File: src/proc_harness_pkg.sv
package proc_harness_pkg;

  // Memory geometry
  localparam int MEM_AW    = 10;            // 1024 words
  localparam int MEM_DEPTH = 1 << MEM_AW;
  localparam int IDX_LSB   = 2;             // Byte address to word index shift

  // Widths with a meaning
  typedef logic [31:0]       word_t;
  typedef logic [31:0]       addr_t;        // Byte address as the core drives it
  typedef logic [3:0]        be_t;          // One bit per byte lane
  typedef logic [MEM_AW-1:0] mem_idx_t;

  // Host command codes
  typedef logic [1:0] host_cmd_t;

  localparam host_cmd_t CMD_NOP   = 2'd0;   // Ack only
  localparam host_cmd_t CMD_WRITE = 2'd1;
  localparam host_cmd_t CMD_READ  = 2'd2;
  localparam host_cmd_t CMD_RUN   = 2'd3;   // Run bit from wdata[0]

  // Core channel bridge
  typedef enum logic [1:0] {
    BR_IDLE,
    BR_WAIT_ACK,   // Strobe held until the RAM acks
    BR_RESP        // Grant and rvalid
  } bridge_state_t;

  // Host command port
  typedef enum logic [1:0] {
    HC_IDLE,
    HC_MEM,
    HC_DONE,
    HC_WAIT_REQ_LOW
  } host_state_t;

endpackage

File: src/core_bus_bridge.sv
`timescale 1ns/1ps

module core_bus_bridge (
  input  logic                       clk_core,
  input  logic                       rst_i,
  // Core side, req/gnt/rvalid
  input  logic                       req_i,
  input  logic                       we_i,
  input  proc_harness_pkg::be_t      be_i,
  input  proc_harness_pkg::addr_t    addr_i,
  input  proc_harness_pkg::word_t    wdata_i,
  output logic                       gnt_o,
  output logic                       rvalid_o,
  output proc_harness_pkg::word_t    rdata_o,
  // Memory side, Wishbone style
  output logic                       wb_stb_o,
  output logic                       wb_we_o,
  output proc_harness_pkg::be_t      wb_sel_o,
  output proc_harness_pkg::mem_idx_t wb_idx_o,
  output proc_harness_pkg::word_t    wb_dat_o,
  input  logic                       wb_ack_i,
  input  proc_harness_pkg::word_t    wb_dat_i
);

  proc_harness_pkg::bridge_state_t state_q;
  proc_harness_pkg::bridge_state_t state_d;

  // Request fields, held for the whole memory cycle
  logic                       we_q;
  proc_harness_pkg::be_t      be_q;
  proc_harness_pkg::mem_idx_t idx_q;
  proc_harness_pkg::word_t    wdata_q;
  proc_harness_pkg::word_t    rdata_q;   // Registered RAM read data

  logic accept;
  logic resp_take;

  assign accept    = (state_q == proc_harness_pkg::BR_IDLE) && req_i;
  assign resp_take = (state_q == proc_harness_pkg::BR_WAIT_ACK) && wb_ack_i;

  always_comb begin
    state_d = state_q;
    case (state_q)
      proc_harness_pkg::BR_IDLE: begin
        if (req_i) begin
          state_d = proc_harness_pkg::BR_WAIT_ACK;
        end
      end
      proc_harness_pkg::BR_WAIT_ACK: begin
        if (wb_ack_i) begin
          state_d = proc_harness_pkg::BR_RESP;
        end
      end
      proc_harness_pkg::BR_RESP:     state_d = proc_harness_pkg::BR_IDLE; // One-cycle grant
      default:                       state_d = proc_harness_pkg::BR_IDLE;
    endcase
  end

  always_ff @(posedge clk_core) begin
    if (rst_i) begin
      state_q <= proc_harness_pkg::BR_IDLE;
    end else begin
      state_q <= state_d;
    end
  end

  // Capture on leaving IDLE, so a core that changes its fields early
  // cannot disturb the link
  always_ff @(posedge clk_core) begin
    if (accept) begin
      we_q    <= we_i;
      be_q    <= be_i;
      idx_q   <= addr_i[proc_harness_pkg::IDX_LSB +: proc_harness_pkg::MEM_AW];
      wdata_q <= wdata_i;
    end
  end

  always_ff @(posedge clk_core) begin
    if (resp_take) begin
      rdata_q <= wb_dat_i;
    end
  end

  assign wb_stb_o = (state_q == proc_harness_pkg::BR_WAIT_ACK);
  assign wb_we_o  = we_q;
  assign wb_sel_o = be_q;
  assign wb_idx_o = idx_q;
  assign wb_dat_o = wdata_q;

  assign gnt_o    = (state_q == proc_harness_pkg::BR_RESP);
  assign rvalid_o = gnt_o && !we_q;   // Reads only
  assign rdata_o  = rdata_q;

endmodule

File: config.mk
export PLATFORM = sky130hd
export DESIGN_NAME = core_bus_bridge
export DESIGN_NICKNAME = d
export VERILOG_FILES = /design/src/proc_harness_pkg.sv /design/src/core_bus_bridge.sv
export SDC_FILE = /design/constraint.sdc
export NUM_CORES = 1
export LEC_CHECK = 0
export BUFFER_PORTS_ARGS = -buffer_cell sky130_fd_sc_hd__buf_4
export CORE_AREA = 2 2 83 85
export CTS_BUF_LIST = sky130_fd_sc_hd__clkbuf_8 sky130_fd_sc_hd__clkbuf_16
export CTS_CLUSTER_SIZE = 28
export DETAILED_ROUTE_END_ITERATION = 10
export DIE_AREA = 0 0 85 87
export GPL_TIMING_DRIVEN = 0
export PLACE_DENSITY = 0.76
export SLEW_MARGIN = 20
export SYNTH_ARGS = -nofsm -noshare
export SYNTH_HDL_FRONTEND = slang
export SYNTH_SLANG_ARGS = --single-unit
File: constraint.sdc
create_clock -name clk_core -period 4.35 [get_ports clk_core]
set_input_delay 1.305 -clock clk_core [delete_from_list [all_inputs] [get_ports clk_core]]
set_output_delay 1.305 -clock clk_core [all_outputs]
set_load 0.005 [all_outputs]
# After elaboration in Yosys (flattened, before gate mapping)
# Cells that the tools add are included.
# totals
inputBits,105
out_inout_bits,82
word_cells,19
reg_bits,81
# classes
n_reduce_logical,6
eq_ne,4
mux,3
# op_table
cell,count
$mux 2,2
$pmux 2 s2,1
$logic_and 1x1->1,3
$eq 2x1->1 const B,1
$eq 2x2->1 const B,1
$logic_not 2->1,1
$ne 2x1->1 const B,1
$ne 2x2->1 const B,1
$reduce_and 2->1,1
$logic_not 1->1,1

# Depth between registers and ports, before layout
# depth
depth_word,3
depth_mapped,2

# Worst setup path before layout
# OpenSTA, ideal clock, no wires.
# synth_timing
path_kind,input -> register
from,input req_i
to,"register wdata_q[0] (netlist: wb_dat_o[0]), enable pin"
required_ns,3.898
arrival_ns,3.361
stages,2
setup_time_ns,0.452
slack_ns,0.538
cell_sequence,nand2b_1 nor2_1
# synth_via
elab_chain_len,1
# synth_lines
item,line,source
from (decl),core_bus_bridge.sv:7,"input logic req_i,"
$logic_and 1x1->1,core_bus_bridge.sv:38,assign accept = (state_q == proc_harness_pkg::BR_IDLE) && req_i;
net accept,core_bus_bridge.sv:35,logic accept;
to (signal assigned),core_bus_bridge.sv:74,wdata_q <= wdata_i;
to (decl),core_bus_bridge.sv:32,proc_harness_pkg::word_t wdata_q;
# The timed path passes the listed nets, and every way through them passes these cells.
# A chain may end at the register's enable or synchronous reset.

# Worst setup path in the final report
# layout_timing
from,register state_q[1]
to,output rvalid_o
# layout_via
elab_chain_len,2
# layout_lines
item,line,source
from (decl),core_bus_bridge.sv:25,proc_harness_pkg::bridge_state_t state_q;
from (signal assigned),core_bus_bridge.sv:61,state_q <= proc_harness_pkg::BR_IDLE;
from (signal assigned),core_bus_bridge.sv:63,state_q <= state_d;
$eq 2x2->1,core_bus_bridge.sv:90,assign gnt_o = (state_q == proc_harness_pkg::BR_RESP);
$logic_and 1x1->1,core_bus_bridge.sv:91,assign rvalid_o = gnt_o && !we_q;
to (decl),core_bus_bridge.sv:13,"output logic rvalid_o,"
# No other way between the ends.

==> results.tsv <==
stage	metric	value	unit
floorplan	coreArea	6570	um2
flow_run	drv_cap	0	
drt	drc_errors	0	
layout	layout.nets	371	
yosys	synth_area_leader_cell	edfxtp_1	
drt	vias	1554	
hold_path	holdPathStages	2	
sta	tns	0	ns
global_route	grt_pass1_wl	7890	um
yosys	yosys_warnings	0	
cts	cts_root_buf	clkbuf_8	
sta	slew_headroom	52.5	%
sta	finClkSkew	0.00911	ns
floorplan	die_w	85	um
global_route	antenna_found_initial	0	
drt	dr.first_iter.drc_count	80	
cts	post_cts_buffers	0	
sta	finalHoldViolCount	0	
cts	cts_resized	0	
floorplan	rows	30	
global_route	grt_max_degree	34	
sta	finalSetupViolations	0	
hold_path	hold_class	register to register	
power_and_ir_drop	p_leak	0.00168	uW
setup_path	endpoint_kind	primary output	
drt	via_per_inst	4.43	
setup_path	crit_type	register to primary output	
setup_path	critPathRequiredTime	3.04	ns
cts	cts_tree	done	
sta	tightest_slew	0.713	ns
cts	cts_buffer_depth	2	
drt	drtAntennaViolNets	0	
layout	design_area	4020	um2
setup_path	ff2ff_path_depth	3	
global_route	track_usage	14.7	%
layout	final_common_cell	buf_4	
placed_design	io_buffers	164	
floorplan	die_area	7400	um2
sta	grt_setup_unrepaired	false	
drt	wire_per_inst	15.9	um
cts	htreeDepth	3	
yosys	netlist_instances	90	
sta	finalCriticalPeriod	2.51	ns
sta	fin_crit_sh	57.6	%
drt	routed_wirelength	5590	um
power_and_ir_drop	vdd_drop_max	0.220	mV
yosys	yosys-top-cells-area	edfxtp_1, dfxtp_1, and2b_1, nor2b_4, a211oi_2	
yosys	ys_seq_area_share	97.1	%
sta	fmax	399	MHz
layout	drive_gt1_share	67.5	%
layout	multi_input_area	81.3	um2
floorplan	dieHeight	87	um
cts	clock-sinks	81	
layout	layout_common_cells	buf_4, edfxtp_1, clkbuf_8	
layout	antenna_cells	0	
layout	final-seq-area	2410	um2
sta	timing.final.max_slew_violations	0	
setup_path	crit_fanout	5	
yosys	syn_nets	195	
yosys	netlist_area	2480	um2
floorplan	io_pins	187	
layout	nFillCells	497	
layout	synthToLayoutAreaGrowth	61.6	%
cts	clk_pin_slew_worst_paths	0.07	ns
power_and_ir_drop	p_per_area	378	nW/um2
yosys	synth.avg_cell_area	27.6	um2
yosys	yosysUniqueCellTypes	9	
cts	clkLatencyLatePin	0.34	ns
global_route	overflow	0	
placed_design	placed_cell_area	3850	um2
cts	cts_buffers	9	
global_route	grt_pass1_vias	1513	
placed_design	place_congestion	0.690	
setup_path	arrival	1.20	ns
setup_path	worstSetupStartpointType	register	
yosys	synth_top_area_share	95.5	%
floorplan	start_util	37.8	%
yosys	ys_seq_elements	81	
cts	holdBufCountCts	0	
drt	firstDrtPassIters	4	
outcome	status	complete, no violations	
where the power goes:
part / switching [uW] / leakage (uW) / internal (uW)
Sequential: 11.7 / 0.000759 / 906
Clock: 251 / 0.0000836 / 201
Combinational: 51.8 / 0.000836 / 95.5
Total: 315 / 0.00168 / 1200
per-stage QoR:
step | utilization [%] | worst slack, ns | hold WS (ns) | instances | total power [uW]
global placement | 58.1 | -0.234 | 0.472 | 334 | 1080
global route | 61.1 | 1.75 | 0.557 | 351 | 1580
finish | 61.1 | 1.84 | 0.534 | 351 | 1520
detailed placement | 58.6 | 1.70 | 0.526 | 335 | 1090
floorplan | - | 0.538 | 0.448 | 90 | 960
CTS | 61.1 | 1.82 | 0.539 | 351 | 1540
final timing paths:
kind | to | slack (ns) | from
max | rvalid_o | 1.84 | state_q[1]
min | state_q[0] | 0.53 | state_q[0]
max reg2reg | wb_dat_o[29] | 2.68 | state_q[0]
min reg2reg | state_q[0] | 0.53 | state_q[0]
synthesized netlist by cell type:
master / number
nor2b_1: 1
nand2b_1: 2
nor2b_4: 1
a211oi_2: 1
and3b_1: 1
nor2_1: 1
edfxtp_1: 79
dfxtp_1: 2
and2b_1: 2
critical path: stages, from the launching register on:
cell and delay, ns:
dfxtp_1 0.45, and2b_1 0.18, nor2b_1 0.13, buf_4 0.12
state kept, by name (all words and copies together), names as in the netlist:
signal / cells
wb_sel_o: 4
wb_we_o: 1
rdata_o: 32
wb_dat_o: 32
state_q: 2
wb_idx_o: 10
layout make-up:
type                    count  area share, %
clock buffers               9           3.08
clock inverters             7          0.997
flip-flops and latches     81           60.1
well taps                  80           2.49
multi-input cells           9           2.02
repair buffers            165           31.3
routing by layer:
layer / GRT usage [%] / wire [um] / vias to the layer above
met3: 7.20 / 636 / 7
met1: 15.5 / 1850 / 741
met4: 7.07 / 108 / 0
met2: 24.6 / 2990 / 98
met5: 0 / 0 / -
li1: - / - / 708
cells by family after synthesis:
family	share of synthesized area, %
AOI/OAI and AO/OA	0.503
and+or+nand+nor	2.42
DFF	97.1
(Power assumes the default switching activity.)
