--- src/proc_harness_pkg.sv ---
package proc_harness_pkg;

  // Memory geometry
  localparam int MEM_AW    = 10;            // 1024 words
  localparam int MEM_DEPTH = 1 << MEM_AW;
  localparam int IDX_LSB   = 2;             // Byte address to word index shift

  // Widths with a meaning
  typedef logic [31:0]       word_t;
  typedef logic [31:0]       addr_t;        // Byte address as the core drives it
  typedef logic [3:0]        be_t;          // One bit per byte lane
  typedef logic [MEM_AW-1:0] mem_idx_t;

  // Host command codes
  typedef logic [1:0] host_cmd_t;

  localparam host_cmd_t CMD_NOP   = 2'd0;   // Ack only
  localparam host_cmd_t CMD_WRITE = 2'd1;
  localparam host_cmd_t CMD_READ  = 2'd2;
  localparam host_cmd_t CMD_RUN   = 2'd3;   // Run bit from wdata[0]

  // Core channel bridge
  typedef enum logic [1:0] {
    BR_IDLE,
    BR_WAIT_ACK,   // Strobe held until the RAM acks
    BR_RESP        // Grant and rvalid
  } bridge_state_t;

  // Host command port
  typedef enum logic [1:0] {
    HC_IDLE,
    HC_MEM,
    HC_DONE,
    HC_WAIT_REQ_LOW
  } host_state_t;

endpackage

--- src/host_ctrl.sv ---
`timescale 1ns/1ps

module host_ctrl (
  input  logic                        clk_core,
  input  logic                        rst_i,
  // Host side, four-phase req/ack
  input  logic                        req_i,
  input  proc_harness_pkg::host_cmd_t cmd_i,
  input  proc_harness_pkg::addr_t     addr_i,
  input  proc_harness_pkg::word_t     wdata_i,
  output logic                        ack_o,
  output proc_harness_pkg::word_t     rdata_o,
  output logic                        refused_o,
  // RAM host port
  output logic                        mem_stb_o,
  output logic                        mem_we_o,
  output proc_harness_pkg::mem_idx_t  mem_idx_o,
  output proc_harness_pkg::word_t     mem_dat_o,
  input  logic                        mem_ack_i,
  input  proc_harness_pkg::word_t     mem_dat_i,
  // Core run control
  output logic                        run_o
);

  proc_harness_pkg::host_state_t state_q;

  logic                       run_q;
  logic                       refused_q;
  logic                       we_q;
  proc_harness_pkg::mem_idx_t idx_q;
  proc_harness_pkg::word_t    wdata_q;
  proc_harness_pkg::word_t    rdata_q;

  logic is_mem_cmd;

  assign is_mem_cmd = (cmd_i == proc_harness_pkg::CMD_WRITE) ||
                      (cmd_i == proc_harness_pkg::CMD_READ);

  always_ff @(posedge clk_core) begin
    if (rst_i) begin
      state_q   <= proc_harness_pkg::HC_IDLE;
      run_q     <= 1'b0;      // Core held in reset
      refused_q <= 1'b0;
    end else begin
      case (state_q)
        proc_harness_pkg::HC_IDLE: begin
          if (req_i) begin
            refused_q <= is_mem_cmd && run_q;
            if (is_mem_cmd && !run_q) begin
              state_q <= proc_harness_pkg::HC_MEM;
            end else begin
              state_q <= proc_harness_pkg::HC_DONE;
            end
            if (cmd_i == proc_harness_pkg::CMD_RUN) begin
              run_q <= wdata_i[0];
            end
          end
        end
        proc_harness_pkg::HC_MEM: begin
          if (mem_ack_i) begin
            state_q <= proc_harness_pkg::HC_DONE;
          end
        end
        proc_harness_pkg::HC_DONE: state_q <= proc_harness_pkg::HC_WAIT_REQ_LOW;
        proc_harness_pkg::HC_WAIT_REQ_LOW: begin
          if (!req_i) begin
            state_q <= proc_harness_pkg::HC_IDLE;  // Ack drops here
          end
        end
        default: state_q <= proc_harness_pkg::HC_IDLE;
      endcase
    end
  end

  // Command fields and response word
  always_ff @(posedge clk_core) begin
    if (state_q == proc_harness_pkg::HC_IDLE && req_i) begin
      we_q    <= (cmd_i == proc_harness_pkg::CMD_WRITE);
      idx_q   <= addr_i[proc_harness_pkg::IDX_LSB +: proc_harness_pkg::MEM_AW];
      wdata_q <= wdata_i;
      if (cmd_i == proc_harness_pkg::CMD_RUN) begin
        rdata_q <= {31'b0, wdata_i[0]};   // New run value
      end else begin
        rdata_q <= '0;                    // Also the refused response
      end
    end else if (state_q == proc_harness_pkg::HC_MEM && mem_ack_i && !we_q) begin
      rdata_q <= mem_dat_i;
    end
  end

  assign mem_stb_o = (state_q == proc_harness_pkg::HC_MEM);
  assign mem_we_o  = we_q;
  assign mem_idx_o = idx_q;
  assign mem_dat_o = wdata_q;

  assign ack_o     = (state_q == proc_harness_pkg::HC_DONE) ||
                     (state_q == proc_harness_pkg::HC_WAIT_REQ_LOW);
  assign rdata_o   = rdata_q;
  assign refused_o = refused_q;
  assign run_o     = run_q;

endmodule

--- config.mk ---
export PLATFORM = sky130hd
export DESIGN_NAME = host_ctrl
export DESIGN_NICKNAME = d
export VERILOG_FILES = /design/src/proc_harness_pkg.sv /design/src/host_ctrl.sv
export SDC_FILE = /design/constraint.sdc
export NUM_CORES = 1
export LEC_CHECK = 0
export BUFFER_PORTS_ARGS = -buffer_cell sky130_fd_sc_hd__buf_2
export CORE_ASPECT_RATIO = 1.25
export CORE_MARGIN = 2
export CORE_UTILIZATION = 24
export CTS_CLUSTER_DIAMETER = 100
export DETAILED_ROUTE_END_ITERATION = 6
export RECOVER_POWER = 50
export SYNTH_ARGS = -nofsm -noshare
export SYNTH_HDL_FRONTEND = slang
export SYNTH_SLANG_ARGS = --single-unit
--- constraint.sdc ---
create_clock -name clk_core -period 4.6 [get_ports clk_core]
set_input_delay 0.92 -clock clk_core [delete_from_list [all_inputs] [get_ports clk_core]]
set_output_delay 0.92 -clock clk_core [all_outputs]
set_load 0.02 [all_outputs]
### Yosys cells after proc, flatten, opt, wreduce, memory -nomap -nowiden

Cells that the tools add are included.

* bits of input ports: 102
* register bits after elaboration: 79
* logic and storage cells: 38

* equality and inequality tests: 9
* muxes and demuxes: 8
* reduce and logical (&&, ||, !) cells: 14

Operators by type and width (count)
* $mux 32: 2
* $eq 2x2->1 const B: 4
* $mux 2: 4
* $pmux 2 s4: 1
* $reduce_and 3->1: 2
* $logic_and 1x1->1: 5
* $eq 2x1->1 const B: 2
* $ne 2x2->1 const B: 2
* $logic_not 1->1: 2
* $logic_not 2->1: 1
* $logic_or 1x1->1: 2
* $ne 2x1->1 const B: 1
* $reduce_and 2->1: 1
* $reduce_bool 2->1: 1
* $mux 1: 1

### Longest topological paths before layout

Gate-level depths: netlist of the first run.

* depth after elaboration: 6
* depth in mapped cells: 6
* mapped depth without buffers: 6

### Least setup slack after synthesis of the first run

OpenSTA, ideal clock, no wires.

* kind: input to register
* start: input port mem_ack_i
* end: register rdata_q[0] (netlist: rdata_o[0]), enable pin
* slack: 0.889 ns
* arrival: 3.245 ns
* setup time: 0.466 ns
* stages on the path: 2
* buffers on the path: 0
* path through: nand2_1 o21ai_0

* longest elaborated chain between the ends: 3

RTL lines
* start, declared: RTL line host_ctrl.sv:19 `input logic mem_ack_i,`
* $logic_and 1x1->1 (2 in a row): RTL line host_ctrl.sv:86 `end else if (state_q == proc_harness_pkg::HC_MEM && mem_ack_i && !we_q) begin`
* $reduce_bool 2->1 (no line)
* end signal, assigned: RTL line host_ctrl.sv:82 `rdata_q <= {31'b0, wdata_i[0]};`
* end signal, assigned: RTL line host_ctrl.sv:87 `rdata_q <= mem_dat_i;`
* end, declared: RTL line host_ctrl.sv:32 `proc_harness_pkg::word_t rdata_q;`

No other way between the ends.
A chain may end at the register's enable or synchronous reset.

### Final worst setup path of the first run

* start: register state_q[0]
* end: output port ack_o

* longest elaborated chain between the ends: 2
* elaborated cells on any way between the ends: 3
* classes of those cells: eq/ne (2); reduce/logical (1)

RTL lines
* start, declared: RTL line host_ctrl.sv:25 `proc_harness_pkg::host_state_t state_q;`
* start signal, assigned: RTL line host_ctrl.sv:41 `state_q <= proc_harness_pkg::HC_IDLE;`
* start signal, assigned: RTL line host_ctrl.sv:50 `state_q <= proc_harness_pkg::HC_MEM;`
* start signal, assigned: RTL line host_ctrl.sv:52 `state_q <= proc_harness_pkg::HC_DONE;`
* $eq 2x2->1 (on tied branches): RTL line host_ctrl.sv:96, host_ctrl.sv:97
* $logic_or 1x1->1 *: RTL line host_ctrl.sv:96 `assign ack_o = (state_q == proc_harness_pkg::HC_DONE) ||`
* end, declared: RTL line host_ctrl.sv:11 `output logic ack_o,`

Mark *: on every way between the ends. The rest lies on a longest branch, timed or not.

==> metrics.cfg, run 1 <==
[timing]
fmax_mhz=417.3
rsz0062_at_grt=no
worst_pin_slew_ns=1.060
slew_headroom_pct=29.04
post-route-min-period_ns=2.396
clock_skew_ns=0.005314
finalCritPeriodShare_pct=52.09
finalHoldViolations=0
finalSetupViolCount=0
tns_ns=0
slew_viol_final=0

[synthesis]
synth_top_cells_by_count=75 x edfxtp_1, 31 x and2_1, 8 x ha_1
synth_top_cell_by_area=edfxtp_1
synth_compound_area_share_pct=1.480
yosysMostFrequentCell=edfxtp_1
synth_seq_cells=79
synth_warnings=0
syn_nets=259
synth_flop_cell=edfxtp_1
yosys.area_share.simple_pct=9.731
synth-async-reset-ratio_pct=0
synth_cells=149
yosysSeqAreaShare_pct=83.59
avgSynthCellArea_um2=18.73
synth_top_family_by_area=simple AND/OR/NAND/NOR gates
synthXorXnorAreaFrac_pct=0
synth_cell_types=19
synthMuxAreaShare_pct=0.5381
synthAdderAreaFrac_pct=3.587
synth_edf_count=75
netlist.area_leader.share_pct=80.72
ys_top_cells_by_area=edfxtp_1 81%, and2_1 7.0%, ha_1 3.6%, dfxtp_1 2.9%, nand2_1 0.81%
netlist_area_um2=2790

[worst_hold_path]
hp-class=reg2reg
min_from=refused_o

[pwr]
p_total_mw=2.589
peakVddDrop_mv=0.1965
p_leak_nw=1.617
p_per_area_nw_per_um2=645.4

[placement]
dp.cells=444
numPortBuffers=158
hpwl_mm=4.852
place_congestion=0.7096

[clock_network]
cts_sinks=79
cts.clk_slew.worst_paths_ns=0.06
post_cts_buffers=0
clk_latency_ns=0.33
cts_tree=done
post_cts_resized=0
numCtsBuffers=9
hold_buffers=0
clk_path_buf_depth=2
htreeDepth=3
cts_root_buf=clkbuf_16

[worst_setup_path]
crit_type=reg2out
worst_path_max_delay_cell=dfxtp_1
cp.required_ns=3.68
endpoint_kind=output port
worstPathMaxFanout=4
path_buf_inv=2
cp.arrival_ns=1.48
cp_cell_sequence=inv_1, ha_1, or2_2, buf_2
r2r-start=state_q[0]
path_delay_family=flip-flops
cpPeakStageDelay_ns=0.39
startpoint_type=flop
critPathLaunch=state_q[0]

[drt]
drc=0
postRouteAntennaNets=0
drt-initial-drc-count=59
dr.pass1.iters=4
routed_wirelength_mm=6.565
num_vias=1841
avgRoutedWirePerCell_um=14.27
avgViaCountPerCell=4.002

[final_layout]
fillers=1161
stdcell_count=460
fin_nets=427
multiInputGateArea_um2=439.2
register_area_um2=2332
drive_above_1_share_pct=42.24
diodes=0
area_growth_pct=43.77

[outcome]
status=completed

[die]
rows=44
initial_core_util_pct=24.25
ioPinCount=181
fp.dieArea_um2=12510
die_w_um=100.4
die_h_um=124.6
core_area_um2=11510

[global_route]
globalRouteTotalUtil_pct=10.62
grt.overflow.total=0
grt_max_degree=36
first_global_vias=1928
grt_pass1_wl_mm=9.701
antenna_found_initial=0

[run]
maxCapViolations=0

[sequential cells by signal, summed over array words and instances (netlist names)]
| signal | count |
|---|---|
| mem_dat_o | 32 |
| mem_idx_o | 10 |
| mem_we_o | 1 |
| rdata_o | 32 |
| refused_o | 1 |
| run_o | 1 |
| state_q | 2 |
[worst register-to-register path, delay by kind of cell, from the launching register on]
kind / cells / cell delay, ns
and+or+nand+nor: 2 / 0.24
DFF: 1 / 0.39
AOI/OAI and AO/OA: 1 / 0.08
buffers and inverters: 4 / 1.27
adders and majority gates: 1 / 0.25
[final cells by class]
class / instances / share of cell area [%]
sequential: 79 / 58.14
timing repair buffer: 160 / 18.71
multi-input combinational: 62 / 10.95
clock buffer: 9 / 5.614
tap: 138 / 4.304
clock inverter: 7 / 1.809
inverter: 5 / 0.4679
[final timing paths]
path,end,slack [ns],depth (start not counted)
max,ack_o,2.20,4
min,refused_o,0.47,2
max reg2reg,refused_o,2.27,8
min reg2reg,refused_o,0.47,2
[layer usage]
metal / routed length, um / vias up / GRT usage, % / share of wire, %
met1: 2657 / 877 / 11.75 / 40
met5: 0 / - / 0 / 0
met3: 428 / 6 / 3.535 / 6.5
li1: - / 880 / - / -
met2: 3370 / 78 / 17.65 / 51
met4: 109 / 0 / 5.963 / 1.7
[where the power goes]
part	leakage (nW)	switching, mW	total (mW)	internal, mW
clock network	0.142	0.281	0.702	0.421
registers	0.754	0.0600	1.14	1.08
logic	0.721	0.543	0.751	0.208
total	1.62	0.884	2.59	1.70
[cell families after synthesis]
kind of cell             Yosys count
flip-flops                        79
buffers and inverters              8
AND/OR/NAND/NOR                   46
multiplexers                       1
AO/OA/AOI/OAI                      7
adder cells (fa/ha/maj)            8
[cells in the final DEF, fill, tap and decap left out, drive strengths merged, types with 3 or more instances in the layout]
cell and instances:
buf 116, dfxtp 4, inv 5, edfxtp 75
ha 8, clkbuf 53, clkinv 4, a21oi 3
and2 31, nand2 6
[stage by stage]
stage               instance area (um2)  hold slack [ns]  utilization [%]  worst slack (ns)
floorplan                          2790           0.4765                -            0.8890
global placement                   3769           0.4586            32.75             1.968
detailed placement                 3769           0.4511            32.75             1.893
CTS                                4066           0.4663            35.34             2.161
global route                       4011           0.5023            34.86             2.021
finish                             4011           0.4689            34.86             2.204
No activity file was read; power rests on OpenSTA's default activity.
==> run 2, diff against run 1 <==
--- a/config.mk
+++ b/config.mk
@@ -5,6 +5,7 @@
 export SDC_FILE = /design/constraint.sdc
 export NUM_CORES = 1
 export LEC_CHECK = 0
+export ABC_AREA = 1
 export BUFFER_PORTS_ARGS = -buffer_cell sky130_fd_sc_hd__buf_2
 export CORE_ASPECT_RATIO = 1.25
 export CORE_MARGIN = 2
==> constraint.sdc (replaced) <==
create_clock -name clk_core -period 2.4 [get_ports clk_core]
set_input_delay 0.48 -clock clk_core [delete_from_list [all_inputs] [get_ports clk_core]]
set_output_delay 0.48 -clock clk_core [all_outputs]
set_load 0.02 [all_outputs]
==> run 2 against run 1 <==
Against the previous run:
- power increased by 91%
- highest routed layer unchanged
- routed wire length increased by 2.0%
- synthesized cell count increased by 28%
- setup slack got worse by 1.8 ns
- utilization rose by 0.30 points
==> metrics.cfg, run 2 <==
[outcome]
status=completed

[die]
rows=44
fp.dieArea_um2=12820
initial_core_util_pct=24.63
core_area_um2=11620
ioPinCount=181
die_h_um=126.1
die_w_um=101.7

[drt]
postRouteAntennaNets=0
drt-initial-drc-count=119
avgRoutedWirePerCell_um=12.68
routed_wirelength_mm=6.696
avgViaCountPerCell=3.778
dr.pass1.iters=4
num_vias=1995
drc=0

[timing]
worst_pin_slew_ns=0.4463
finalHoldViolations=0
finalCritPeriodShare_pct=82.03
tns_ns=0
post-route-min-period_ns=1.969
fmax_mhz=507.9
fin_hold_ws_ns=0.3226
rsz0062_at_grt=no
slew_viol_final=0
slew_headroom_pct=70.25
clock_skew_ns=0.006511
finalSetupViolCount=0

[clock_network]
clk_latency_ns=0.33
clk_path_buf_depth=2
cts.clk_slew.worst_paths_ns=0.06
numCtsBuffers=9
cts_sinks=79
hold_buffers=0
cts_root_buf=clkbuf_16
post_cts_buffers=0
cts_tree=done
htreeDepth=3
post_cts_resized=0

[worst_setup_path]
worst_r2r_endpoint=rdata_o[25]
cp.required_ns=1.92
crit_type=reg2out
cpPeakStageDelay_ns=0.40
worstPathMaxFanout=4
worst_path_max_delay_cell=dfxtp_1
reg2reg_setup_slack_ns=0.60
startpoint_type=flop
cp.arrival_ns=1.49
cp_cell_sequence=inv_1, ha_1, or2_2, buf_2
endpoint_kind=output port
reg2reg_depth=6
r2r-start=state_q[1]

[final_layout]
design_area_um2=4085
stdcell_count=528
drive_above_1_share_pct=29.78
layout_commonest_cell=buf_2
area_growth_pct=42.76
fin_nets=471
layout_common_cells=84 x buf_2, 75 x clkbuf_1, 75 x edfxtp_1, 38 x inv_1, 36 x nor2_1

[synthesis]
yosys.area_share.simple_pct=8.177
yosysSeqAreaShare_pct=81.50
synth_compound_area_share_pct=0.8308
synthXorXnorAreaFrac_pct=0
synth_cell_types=16
avgSynthCellArea_um2=14.98
synth_seq_cells=79
synth_top_cells_by_count=75 x edfxtp_1, 38 x inv_1, 36 x nor2_1
synthMuxAreaShare_pct=0
synth-async-reset-ratio_pct=0
yosysMostFrequentCell=edfxtp_1
synth_cells=191
netlist.area_leader.share_pct=78.71
synth_edf_count=75
syn_nets=301
synth_top_cell_by_area=edfxtp_1
netlist_area_um2=2861
synth_top_family_by_area=simple AND/OR/NAND/NOR gates
ys_top_cells_by_area=edfxtp_1 79%, inv_1 5.0%, nor2_1 4.7%, ha_1 3.5%, dfxtp_1 2.8%
synth_flop_cell=edfxtp_1
synth_warnings=0
synthAdderAreaFrac_pct=3.498

[pwr]
pwr-share-comb_pct=29.2
power.share.sequential_pct=44.0
p_int_mw=3.204
p_per_area_nw_per_um2=1207
swShare_pct=35.03
power.switching_mw=1.728
p_leak_nw=1.729
peakVddDrop_mv=0.3976
p_clk_share_pct=26.8

[global_route]
grt_max_degree=37
antenna_found_initial=1
grt_pass1_wl_mm=9.756
grt.overflow.total=0
first_global_vias=2007
globalRouteTotalUtil_pct=10.25

[worst_hold_path]
hold_end=mem_idx_o[9]
min_from=addr_i[11]
hold-path-cell-count=1
hp-class=in2reg

[placement]
place_congestion=0.6922
placed_cell_area_um2=3885
dp.cells=511
numPortBuffers=158
hpwl_mm=5.082

[run]
maxCapViolations=0

[run 2: cell types whose count changed after synthesis, moves of 2 or more]
cell,change
buf_4,+3
nand2_1,+11
clkbuf_1,-3
inv_1,+33
and2_1,-31
nor2_1,+35
a21oi_1,-2
[run 2: layout make-up]
class                           instances  area, um2
Tap cell                              161      201.4
Fill cell                            1186       7531
Clock buffer                           10      229.0
Sequential cell                        79       2332
Multi-Input combinational cell         70      369.1
Inverter                               39      148.9
Timing Repair Buffer                  162      740.7
Clock inverter                          6      61.31
Antenna cell                            1      2.502
[run 2: logic make-up after synthesis]
group / Yosys count
compound gates: 4
fa+ha+maj: 8
buf+inv: 42
flops: 79
simple gates: 58
[run 2: metal layers]
metal	track usage, %	share of wire (%)	vias to the layer above
met4	4.054	1.5	0
met3	3.996	10	12
li1	-	-	963
met5	0	0	-
met2	17.72	49	106
met1	11.06	39	914
[run 2: worst max path at each step]
| stage | from | to | slack (ns) | depth (start not counted) |
|---|---|---|---|---|
| after floorplan | state_q[1] | rdata_o[0] | 0.48 | 4 |
| after global placement | state_q[1] | rdata_o[25] | 0.61 | 6 |
| after detailed placement | state_q[0] | rdata_o[25] | 0.59 | 6 |
| after CTS | state_q[0] | ack_o | 0.41 | 4 |
| after global routing | state_q[0] | ack_o | 0.34 | 4 |
| final | state_q[0] | ack_o | 0.43 | 4 |
[run 2: power groups by stage]
stage	logic, mW	registers [mW]	clock network, mW
floorplan	0.439	2.69	0
global placement	1.54	2.18	0
detailed placement	1.57	2.19	0
CTS	1.57	2.17	1.37
global route	1.59	2.22	1.43
finish	1.44	2.17	1.32
[run 2: stage by stage]
| step | total power [mW] | setup slack, ns | util, % |
|---|---|---|---|
| 3_3_place_gp | 3.720 | 0.6111 | 33.44 |
| 4_1_cts | 5.110 | 0.4069 | 35.94 |
| 3_5_place_dp | 3.766 | 0.5879 | 33.44 |
| 2_1_floorplan | 3.131 | 0.4795 | - |
| 5_1_grt | 5.230 | 0.3444 | 35.15 |
| 6_report | 4.932 | 0.4312 | 35.17 |
[run 2: critical path: cells and delay by family, from the launching register on]
family / cells / cell delay [ns]
flops: 1 / 0.40
buf+inv: 2 / 0.28
fa+ha+maj: 1 / 0.22
simple gates: 1 / 0.27
==> run 3, diff against run 2 <==
==> constraint.sdc (replaced) <==
create_clock -name clk_core -period 1.72 [get_ports clk_core]
set_input_delay 0.344 -clock clk_core [delete_from_list [all_inputs] [get_ports clk_core]]
set_output_delay 0.344 -clock clk_core [all_outputs]
set_load 0.02 [all_outputs]
==> run 3 against run 2 <==
Against the previous run:
- clock skew barely moved
- global-route usage shrank 0.53 points
- clock power is 53% higher
- die area unchanged
- routed wire length down 4.4%
- setup slack worse by 0.40 ns
- register-to-register slack worse by 0.42 ns
- utilization rose by 0.50 points
- critical path type unchanged
==> metrics.cfg, run 3 (same netlist as run 2, synthesis figures left out) <==
[worst_setup_path]
reg2reg_depth=6
cpPeakStageDelay_ns=0.37
worstPathMaxFanout=4
startpoint_type=flop
cp.required_ns=1.38
endpoint_kind=output port
cp_cell_sequence=inv_2, ha_2, or2_2, buf_6
worst_path_max_delay_cell=dfxtp_4
cp.arrival_ns=1.34
crit_type=reg2out

[timing]
slew_viol_final=0
finalHoldViolations=0
worst_pin_slew_ns=0.3185
clock_skew_ns=0.006442
post-route-min-period_ns=1.684
tns_ns=0
slew_headroom_pct=78.86
fmax_mhz=593.8
finalCritPeriodShare_pct=97.91
finalSetupViolCount=0
rsz0062_at_grt=no

[global_route]
grt_max_degree=38
grt.overflow.total=0
antenna_found_initial=0
globalRouteTotalUtil_pct=9.724
first_global_vias=1911
grt_pass1_wl_mm=9.163

[worst_hold_path]
hp-class=in2reg
hold-path-cell-count=1

[final_layout]
layout_common_cells=82 x buf_2, 75 x clkbuf_1, 75 x edfxtp_1, 37 x inv_1, 36 x nor2_1
register_area_um2=2336
fin_nets=470
area_growth_pct=44.77
diodes=0
layout_commonest_cell=buf_2
multiInputGateArea_um2=371.6
fillers=1175
post-route-util_pct=35.66
drive_above_1_share_pct=30.14

[drt]
avgRoutedWirePerCell_um=12.17
drt-initial-drc-count=51
dr.pass1.iters=4
routed_wirelength_mm=6.401
avgViaCountPerCell=3.722
postRouteAntennaNets=0
num_vias=1958
drc=0

[outcome]
status=completed

[pwr]
p_per_area_nw_per_um2=1716
peakVddDrop_mv=0.7217
p_leak_nw=1.737

[run]
maxCapViolations=0

[clock_network]
hold_buffers=0
htreeDepth=3
cts_tree=done
numCtsBuffers=9
clk_latency_ns=0.33
cts_root_buf=clkbuf_16
cts_sinks=79
cts.clk_slew.worst_paths_ns=0.06
clk_path_buf_depth=2

[placement]
hpwl_mm=4.798
numPortBuffers=158
place_congestion=0.7140

[die]
die_w_um=101.7
fp.dieArea_um2=12820
ioPinCount=181
core_area_um2=11620
die_h_um=126.1
rows=44
initial_core_util_pct=24.63

run 3: metrics by stage:
| step | instance area, um2 | hold WS [ns] | cells | total power [mW] | setup slack, ns |
|---|---|---|---|---|---|
| final | 4143 | 0.1851 | 526 | 7.108 | 0.03601 |
| after global routing | 4143 | 0.1743 | 526 | 7.485 | 0.008675 |
| after CTS | 4237 | 0.1756 | 526 | 7.350 | 0.02135 |
| after detailed placement | 3902 | 0.4644 | 510 | 5.281 | 0.1469 |
| after global placement | 3902 | 0.4548 | 510 | 5.216 | 0.1620 |
| after floorplan | 2873 | 0.4064 | 191 | 4.377 | 0.08481 |
run 3: path summary, 6_finish.rpt:
check,startpoint,to,slack (ns)
max reg2reg,state_q[1],rdata_o[22],0.18
min,wdata_i[15],mem_dat_o[15],0.19
min reg2reg,refused_o,refused_o,0.47
max,state_q[0],ack_o,0.04
run 3: layer usage:
layer,up-vias,GRT usage [%],part of all wire (%)
met5,-,0,0
met4,0,5.008,2.0
met3,10,2.664,7.7
met2,92,18.19,54
met1,891,9.436,37
li1,965,-,-
run 3: cell type report:
cell class	instances	share of cell area, %
inverter	39	3.594
clock inverter	7	2.326
sequential	79	56.39
timing repair buffer	161	18.42
clock buffer	9	5.436
multi-input combinational	70	8.970
tap	161	4.863
run 3: report_power, final:
part	switching, mW	internal (mW)
clock	0.743	1.27
combinational	1.50	0.544
sequential	0.177	2.87
run 3: timing repair:
action	CTS	global route
setup buffers	0	0
setup endpoints to repair	1	0
endpoints found under the hold margin	0	0
gates resized for setup	6	0
run 3: critical path, delay by kind of cell (launching register included):
family | cells | cell delay (ns)
flip-flops | 1 | 0.37
adder cells (fa/ha/maj) | 1 | 0.18
AND/OR/NAND/NOR | 1 | 0.28
buffers and inverters | 2 | 0.18
